### src/rtl/stb_pkg.sv
// *************************************************************************
// Store buffer package: thread count, depth and the widths that travel
// between the per-thread buffers, the overflow checker and the drain
// *************************************************************************

package stb_pkg;

   // Number of hardware threads sharing the load/store unit
   localparam int NUM_THREADS = 4;

   // Default number of entries per thread, overridden through the top level
   localparam int STB_DEPTH = 8;

   // Thread index wide enough for every thread
   localparam int STB_TID_W = $clog2(NUM_THREADS);

   // Count width leaves room above the depth, so an overflow stays visible
   localparam int STB_CNT_W = 4;

   typedef logic [STB_TID_W-1:0] stb_tid_t;

   // Entry count, saturating at its all-ones value of 15
   typedef logic [STB_CNT_W-1:0] stb_cnt_t;

   // Store address and store data are full words
   typedef logic [31:0] stb_addr_t;
   typedef logic [31:0] stb_data_t;

endpackage
### src/rtl/stb_rd_if.sv
// *************************************************************************
// Read side of the store buffers: per-thread heads out, pop requests in
// *************************************************************************

`timescale 1ns/1ps

interface stb_rd_if;

   // Head of each thread, valid while the count is between one and depth
   logic [stb_pkg::NUM_THREADS-1:0] head_valid;
   stb_pkg::stb_addr_t              head_addr [stb_pkg::NUM_THREADS];
   stb_pkg::stb_data_t              head_data [stb_pkg::NUM_THREADS];

   // Pop removes the head of pop_tid at the clock edge
   logic                            pop;
   stb_pkg::stb_tid_t               pop_tid;

   // The buffers publish their heads and accept pops
   modport buf_mp (
      output head_valid,
      output head_addr,
      output head_data,
      input  pop,
      input  pop_tid
   );

   // The drain engine reads heads and retires the entry it has sent
   modport drain_mp (
      input  head_valid,
      input  head_addr,
      input  head_data,
      output pop,
      output pop_tid
   );

endinterface

### src/rtl/stb_thread_buf.sv
// *************************************************************************
// Per-thread store buffers: circular address/data storage with counts
// *************************************************************************

`timescale 1ns/1ps

module stb_thread_buf #(
   parameter int depth = stb_pkg::STB_DEPTH
) (
   input  logic                            clk,
   input  logic                            rst_l,
   input  logic                            st_valid,
   input  stb_pkg::stb_tid_t               st_tid,
   input  stb_pkg::stb_addr_t              st_addr,
   input  stb_pkg::stb_data_t              st_data,
   input  logic [stb_pkg::NUM_THREADS-1:0] stb_reset,
   output stb_pkg::stb_cnt_t               cnt [stb_pkg::NUM_THREADS],
   output logic [stb_pkg::NUM_THREADS-1:0] full,
   stb_rd_if.buf_mp                        rd
);

   localparam int NT    = stb_pkg::NUM_THREADS;
   localparam int PTR_W = (depth > 1) ? $clog2(depth) : 1;

   // Storage has no reset, only the pointers and counts do
   stb_pkg::stb_addr_t addr_mem [NT][depth];
   stb_pkg::stb_data_t data_mem [NT][depth];
   logic [PTR_W-1:0]   wr_ptr [NT];
   logic [PTR_W-1:0]   rd_ptr [NT];

   logic [NT-1:0]      wr_req;
   logic [NT-1:0]      pop_req;
   logic [NT-1:0]      wr_store;
   stb_pkg::stb_cnt_t  cnt_nxt [NT];

   // Pointers wrap at depth, which need not be a power of two
   function automatic logic [PTR_W-1:0] ptr_inc(input logic [PTR_W-1:0] p);
      if (p == PTR_W'(depth - 1))
         return '0;
      return p + 1'b1;
   endfunction

   always_comb
   begin
      for (int t = 0; t < NT; t++)
      begin
         wr_req[t]  = st_valid && (st_tid == stb_pkg::stb_tid_t'(t));
         pop_req[t] = rd.pop && (rd.pop_tid == stb_pkg::stb_tid_t'(t));
         // A write lands only if a slot is free after this edge's pop
         // A buffer reset on the same edge discards it
         wr_store[t] = wr_req[t] && !stb_reset[t] && ((cnt[t] < depth) || pop_req[t]);
         // Dropped writes still count, so the count runs past depth up to 15
         cnt_nxt[t] = cnt[t];
         if (wr_req[t] && !pop_req[t] && (cnt[t] != '1))
            cnt_nxt[t] = cnt[t] + 1'b1;
         else if (!wr_req[t] && pop_req[t])
            cnt_nxt[t] = cnt[t] - 1'b1;
         // A head exists only while the count matches real storage
         rd.head_valid[t] = (cnt[t] != '0) && (cnt[t] <= depth);
         rd.head_addr[t]  = addr_mem[t][rd_ptr[t]];
         rd.head_data[t]  = data_mem[t][rd_ptr[t]];
         // Full is advisory, the store port has no back-pressure
         full[t] = (cnt[t] >= depth);
      end
   end

   // Counts and pointers, cleared by global reset or the thread's own reset
   always_ff @(posedge clk)
   begin
      for (int t = 0; t < NT; t++)
      begin
         if (rst_l || stb_reset[t])
         begin
            cnt[t]    <= '0;
            wr_ptr[t] <= '0;
            rd_ptr[t] <= '0;
         end
         else
         begin
            cnt[t] <= cnt_nxt[t];
            if (wr_store[t])
               wr_ptr[t] <= ptr_inc(wr_ptr[t]);
            if (pop_req[t])
               rd_ptr[t] <= ptr_inc(rd_ptr[t]);
         end
      end
   end

   always_ff @(posedge clk)
   begin
      for (int t = 0; t < NT; t++)
      begin
         if (wr_store[t])
         begin
            addr_mem[t][wr_ptr[t]] <= st_addr;
            data_mem[t][wr_ptr[t]] <= st_data;
         end
      end
   end

   // The drain must never retire an entry from an empty thread
   pop_not_empty: assert property (@(posedge clk) disable iff (rst_l)
      rd.pop |-> (cnt[rd.pop_tid] != '0));

endmodule

### src/flat_wrapper.sv
// flat-port wrapper written by rule: the top's interface ports become plain ports
module stb_thread_buf_flat 
#(
   parameter int depth = stb_pkg::STB_DEPTH
)
  (clk, rst_l, st_valid, st_tid, st_addr, st_data, stb_reset, cnt, full, rd_head_valid, rd_head_addr, rd_head_data, rd_pop, rd_pop_tid);
  stb_rd_if rd_i ();
  input  logic clk;
  input  logic rst_l;
  input  logic st_valid;
  input  stb_pkg::stb_tid_t st_tid;
  input  stb_pkg::stb_addr_t st_addr;
  input  stb_pkg::stb_data_t st_data;
  input  logic [stb_pkg::NUM_THREADS-1:0] stb_reset;
  output stb_pkg::stb_cnt_t cnt[stb_pkg::NUM_THREADS];
  output logic [stb_pkg::NUM_THREADS-1:0] full;
  output wire logic [$bits(rd_i.head_valid)-1:0] rd_head_valid;
  output wire logic [$bits(rd_i.head_addr)-1:0] rd_head_addr;
  output wire logic [$bits(rd_i.head_data)-1:0] rd_head_data;
  input wire logic [$bits(rd_i.pop)-1:0] rd_pop;
  input wire logic [$bits(rd_i.pop_tid)-1:0] rd_pop_tid;
  assign rd_head_valid = rd_i.head_valid;
  assign rd_head_addr = {>>{rd_i.head_addr}};
  assign rd_head_data = {>>{rd_i.head_data}};
  assign rd_i.pop = rd_pop;
  assign rd_i.pop_tid = rd_pop_tid;
  stb_thread_buf #(.depth(depth)) u_core (.clk(clk), .rst_l(rst_l), .st_valid(st_valid), .st_tid(st_tid), .st_addr(st_addr), .st_data(st_data), .stb_reset(stb_reset), .cnt(cnt), .full(full), .rd(rd_i));
endmodule
### config.mk
export PLATFORM = sky130hd
export DESIGN_NAME = stb_thread_buf_flat
export DESIGN_NICKNAME = d
export VERILOG_FILES = /design/src/rtl/stb_pkg.sv /design/src/rtl/stb_rd_if.sv /design/src/rtl/stb_thread_buf.sv /design/src/flat_wrapper.sv
export SDC_FILE = /design/constraint.sdc
export NUM_CORES = 2
export LEC_CHECK = 0
export BUFFER_PORTS_ARGS = -buffer_cell sky130_fd_sc_hd__clkbuf_2
export CAP_MARGIN = 10
export CORE_MARGIN = 8
export CORE_UTILIZATION = 55
export CTS_CLUSTER_SIZE = 12
export DETAILED_ROUTE_END_ITERATION = 6
export GPL_TIMING_DRIVEN = 0
export PLACE_DENSITY = 0.72
export SLEW_MARGIN = 15
export SYNTH_ARGS = -nofsm -noshare
export SYNTH_HDL_FRONTEND = slang
export SYNTH_SLANG_ARGS = --single-unit
### constraint.sdc
create_clock -name clk -period 17.5 [get_ports clk]
set_clock_uncertainty 0.05 [all_clocks]
set_input_delay 2.625 -clock clk [delete_from_list [all_inputs] [get_ports clk]]
set_output_delay 2.625 -clock clk [all_outputs]
set_load 0.01 [all_outputs]
-- After elaboration in Yosys (flattened, before gate mapping)
Memories as Yosys holds them, arrays and structs flattened.
Index checks and enable logic that the tools add are counted.
- $add $sub $neg: 16
- $mul: 0
- divide/modulo/power cells: 0
- magnitude comparators: 24
- equality and inequality tests: 18
- shift-type cells: 0
- multiplexer cells: 158
- bitwise gates (word level): 16
- reductions and logical operators: 72
- operators by type and width (cell ; number):
    $mux 256 ; 16
    $reduce_or 256->1 ; 6
    $bmux 32 s3 ; 8
    $mux 32 ; 20
    $demux 32 s3 ; 4
    $mux 3 ; 40
    $mux 1 ; 56
    $ge 4x4->1 const B ; 12
    $logic_and 1x1->1 ; 36
    $mux 4 ; 8
    $not 3->4 ; 8
    $add 3x1->3 const B ; 8
    $eq 3x3->1 const B ; 8
    $add 4x1->4 const B ; 4
    $le 4x4->1 const B ; 4
    $lt 4x1->1 const B ; 4
    $lt 4x4->1 const B ; 4
    $ne 4x4->1 const B ; 4
    $reduce_bool 4->1 ; 4
    $sub 4x1->4 const B ; 4
    $logic_not 1->1 ; 12
    $mux 2 ; 6
    $eq 2x2->1 const B ; 4
    $logic_or 1x1->1 ; 8
    other kinds (4) ; 16
- bits in registers: 16
- bits in latches: 0
- bits in writable memories: 2072
- ROM bits: 0
- bits of input ports: 76
- output and inout bits: 280
- logic and storage cells: 312
- memories: 4
- memories (memory ; words ; bits a word ; read ports ; clocked after Yosys merged registers in ; wr ports ; line ; text):
    u_core.addr_mem ; 4 ; 256 ; 4 ; 0 ; 1 ; stb_thread_buf.sv:26 ; stb_pkg::stb_addr_t addr_mem [NT][depth];
    u_core.data_mem ; 4 ; 256 ; 4 ; 0 ; 1 ; stb_thread_buf.sv:27 ; stb_pkg::stb_data_t data_mem [NT][depth];
    u_core.rd_ptr ; 4 ; 3 ; 4 ; 0 ; 4 ; stb_thread_buf.sv:29 ; logic [PTR_W-1:0] rd_ptr [NT];
    u_core.wr_ptr ; 4 ; 3 ; 4 ; 0 ; 4 ; stb_thread_buf.sv:28 ; logic [PTR_W-1:0] wr_ptr [NT];

-- Longest topological paths before layout
- depth in word-level cells: 10
- depth in mapped cells: 10
- depth with buffers taken out: 8

-- Worst setup path before layout
OpenSTA, ideal clock, no wires.
- path kind: input to register
- start: input port rd_pop_tid[1]
- end: memory u_core.addr_mem[0][224] in the netlist's numbering, enable pin
- library setup time: 0.644 ns
- data arrival time: 9.521 ns
- data required time: 16.806 ns
- slack: 7.285 ns
- cell stages on the path: 5
- buffers on the path: 1
- path through: or3b_1 clkbuf_2 a21oi_2 nand2b_1 nor4_1
- cells in the longest elaborated chain, start to end: 10
- elaborated cells between the ends (all ways): 33
- classes of those cells: eq/ne (3); mux (14); reduce/logical (16)
- ends and longest elaborated chain (item ; line ; text):
    start, declared ; flat_wrapper.sv:21 ; input wire logic [$bits(rd_i.pop_tid)-1:0] rd_pop_tid;
    $eq 2x1->1 ; stb_thread_buf.sv:48 ; pop_req[t] = rd.pop && (rd.pop_tid == stb_pkg::stb_tid_t'(t));
    $logic_and 1x1->1 ; stb_thread_buf.sv:48 ;
    $logic_or 1x1->1 ; stb_thread_buf.sv:51 ; wr_store[t] = wr_req[t] && !stb_reset[t] && ((cnt[t] < depth) || pop_req[t]);
    $logic_and 1x1->1 ; stb_thread_buf.sv:51 ;
    $mux 1 ; stb_thread_buf.sv:93 ; if (wr_store[t])
    $mux 256 (not written as such) ; stb_thread_buf.sv:95 ; addr_mem[t][wr_ptr[t]] <= st_addr;
    $reduce_or 256->1 (no line) ; n/a ;
    $mux 2 (no line) / $mux 256 (equally long branches) (3 in series) ; n/a ;
    end, declared ; stb_thread_buf.sv:26 ;
Several ways; a longest one is shown, not always the timed one.

-- Worst setup path in the final report
- start: input port rd_pop_tid[1]
- end: memory u_core.addr_mem[1][229] in the netlist's numbering, enable pin
Same word-level chain as after synthesis.

==> impl_metrics.ini <==
[sta]
slew_violations = 0
finalHoldViolations = 0
rsz0062_at_grt = no
hold_ws_ns = 0.501
setup_tns_ns = 0
fin_crit_sh_pct = 35.9
slew_headroom_pct = 32.1
tightest_slew_ns = 1.02
min_period_ns = 6.29
setup-violations-final = 0
fmax_mhz = 159

[detailed_routing]
drt_iter0_markers = 3967
dr.pass1.iters = 6
drc = 0
drtAntennaViolNets = 0
dr_total_vias = 37700
vias_per_cell = 6.25
wl_per_cell_um = 30.8
postRouteWirelength_um = 186000

[power]
peakVddDrop_v = 0.0000768
power_density_nw_per_um2 = 109
power_switching_uw = 2110
clkPwrFrac_pct = 39.2
pwr-share-comb_pct = 5.7
p_total_uw = 10000
intPower_uw = 7930
p_sw_share_pct = 21.0
seqPwrFrac_pct = 55.1
leakage_uw = 0.0292

[worst_setup_path]
crit_type = primary input to register
critPathRequiredTime_ns = 17.96
startpoint_type = primary input
r2r_slack_ns = 13.12
crit_fanout = 7
reg2reg_from = u_core.cnt[11]
r2r_end = u_core.addr_mem[1][229]
cp-end-kind = register
worstRegToRegCells = 13
crit_arrival_ns = 6.75

[cts]
cts-root-buf = clkbuf_16
cts_htree_levels = 4
clk_path_buf_depth = 3
post_cts_resized = 0
clock_latency_ns = 0.83
hold_buffers = 0
cts_setup_buffers = 0
clk_pin_slew_ns = 0.06
cts_tree = done
cts_made_buffers = 204
cts.sinks = 2088

[synthesis]
async_flop_share_pct = 0
ys_seq_area_share_pct = 78.6
synthFlopType = edfxtp_1
syn_inst = 3272
synthDistinctLibCells = 40
synth-xor-area-share_pct = 0.0880
synth-compound-area-share_pct = 0.313
synth_top_family_by_area = multiplexers
synth_area_per_cell_sq_um = 24.3
yosys_warnings = 0
synth-simple-area-share_pct = 1.13
synthAdderAreaFrac_pct = 0.478
netlist_area_sq_um = 79600
synthMuxAreaShare_pct = 18.2
synth_nets = 3376
ys_ff_latch = 2088
synth-edff-count = 2072

[floorplanning]
fp.dieArea_sq_um = 157000
initial_utilization_pct = 55.4
io_pins = 356
die_width_um = 396
dieHeight_um = 396
core_sq_um = 144000
rows = 139

[global_routing]
grt_usage_pct = 23.4
antenna_found_initial = 9
gr-total-overflow = 0
grt_max_degree = 33
grt_pass1_wl_um = 268000
grt_pass1_vias = 39000

[job]
max-cap-violations = 0

[hold_path]
hp-start = u_core.cnt[2]
min_to = u_core.cnt[2]
whs_path_depth = 2
min_path_type = register to register

[run_status]
outcome = finished clean

[placement]
dpl.hpwl_um = 124000
place_congestion = 0.747
io_buffers = 355

[final_layout]
final_layout_size_suffix_gt1_share_pct = 39.9
areaGrowthSynthToFinish_pct = 15.6
finalNetCount = 4115
routing by layer:
| layer | part of all wire, % | track usage, % | vias to the layer above |
|---|---|---|---|
| met2 | 48 | 36.9 | 1709 |
| met5 | 0.023 | 0 | - |
| met1 | 40 | 32.9 | 20200 |
| met4 | 2.8 | 7.05 | 6 |
| met3 | 8.8 | 5.83 | 270 |
| li1 | - | - | 15400 |
cell usage after synthesis (2+ instances only):
master,number,area (sq um)
edfxtp_1,2072,62200
mux4_2,512,11500
mux2_2,256,2880
clkbuf_1,54,203
buf_6,44,495
nor2_1,43,161
buf_1,35,131
ha_1,24,300
nor3_1,20,100
nand2_1,19,71.3
dfxtp_1,16,320
a21oi_1,15,75.1
buf_2,15,75.1
nand3_1,14,70.1
and3_1,13,81.3
and2_1,12,75.1
nand2b_1,12,75.1
nor4_1,12,75.1
a211oi_1,8,60.1
buf_4,8,60.1
nand3b_1,8,60.1
nand4_1,8,50.1
o21ai_0,8,40.0
inv_1,7,26.3
fa_1,4,80.1
mux2i_1,4,40.0
or2_2,4,25.0
xnor2_1,4,35.0
xor2_1,4,35.0
a21boi_0,3,22.5
o311ai_0,3,26.3
and3b_1,2,17.5
or3b_2,2,17.5
power by group through the flow:
stage | combinational [uW] | sequential [uW] | clock (uW)
after floorplan | 307 | 5640 | 0
after global placement | 557 | 5640 | 0
after detailed placement | 577 | 5640 | 0
after CTS | 580 | 5530 | 4000
after global routing | 608 | 5530 | 4180
final | 570 | 5530 | 3940
cell type report:
cell class,count,area [sq um]
Antenna cell,4,10.0
Buffer,157,975
Clock buffer,269,5490
Clock inverter,47,338
Fill cell,9322,51600
Inverter,8,31.3
Multi-Input combinational cell,1019,16300
Sequential cell,2088,62500
Tap cell,1903,2380
Timing Repair Buffer,533,3990
metrics by stage:
stage	instance area, sq um	worst slack (ns)	utilization, %	cells
detailed placement	86200	10.42	60.0	5708
global placement	83700	-0.779	58.3	5530
finish	92000	11.21	64.1	6028
CTS	92000	11.22	64.1	6024
global route	92000	11.02	64.1	6025
floorplan	79600	7.28	-	3272
how the worst max path moves through the flow:
stage	endpoint	slack, ns	cells after the start	startpoint
2_1_floorplan	u_core.addr_mem[0][224]	7.28	5	rd_pop_tid[1]
3_3_place_gp	u_core.addr_mem[0][237]	-0.78	6	rd_pop_tid[1]
3_5_place_dp	u_core.addr_mem[1][230]	10.42	14	rd_pop_tid[1]
4_1_cts	rd_head_data[38]	11.22	5	u_core.rd_ptr[2][1]
5_1_grt	u_core.addr_mem[1][229]	11.02	14	rd_pop_tid[1]
6_report	u_core.addr_mem[1][229]	11.21	14	rd_pop_tid[1]
logic make-up after synthesis:
group | count (synthesis)
xor gates and xnor gates | 8
AOI/OAI and AO/OA | 40
adders and majority gates | 28
DFF | 2088
and+or+nand+nor | 171
muxes | 772
buffers and inverters | 165
sequential cells by signal, indices dropped and copies added, names as in the netlist:
| register | cells |
|---|---|
| u_core.addr_mem | 1024 |
| u_core.cnt | 16 |
| u_core.data_mem | 1024 |
| u_core.rd_ptr | 12 |
| u_core.wr_ptr | 12 |
layout by cell type (no fill, tap or decap), types with 13 or more instances in the layout:
| master | count |
|---|---|
| ha_1 | 24 |
| nor3_1 | 20 |
| a21oi_1 | 15 |
| nor2_1 | 19 |
| nand2_1 | 19 |
| and3_1 | 13 |
| edfxtp_1 | 2072 |
| buf_1 | 34 |
| clkbuf_1 | 109 |
| buf_6 | 47 |
| nand3_1 | 14 |
| buf_16 | 13 |
| mux4_2 | 512 |
| clkinv_1 | 26 |
| clkbuf_2 | 359 |
| mux2_2 | 256 |
| buf_4 | 50 |
| nor2_4 | 24 |
| buf_12 | 60 |
| dfxtp_1 | 16 |
| buf_2 | 76 |
| clkbuf_16 | 210 |
worst max-delay path: stages:
cell      delay (ns)
clkbuf_2        0.10
nand3b_1        0.41
a21oi_1         0.62
nand2b_1        0.39
nor4_2          0.59
buf_4           0.29
buf_4           0.19
buf_4           0.18
buf_2           0.22
buf_2           0.24
buf_2           0.21
buf_2           0.23
buf_4           0.19
buf_2           0.22
Note: power is estimated with default switching activity, not from simulation.
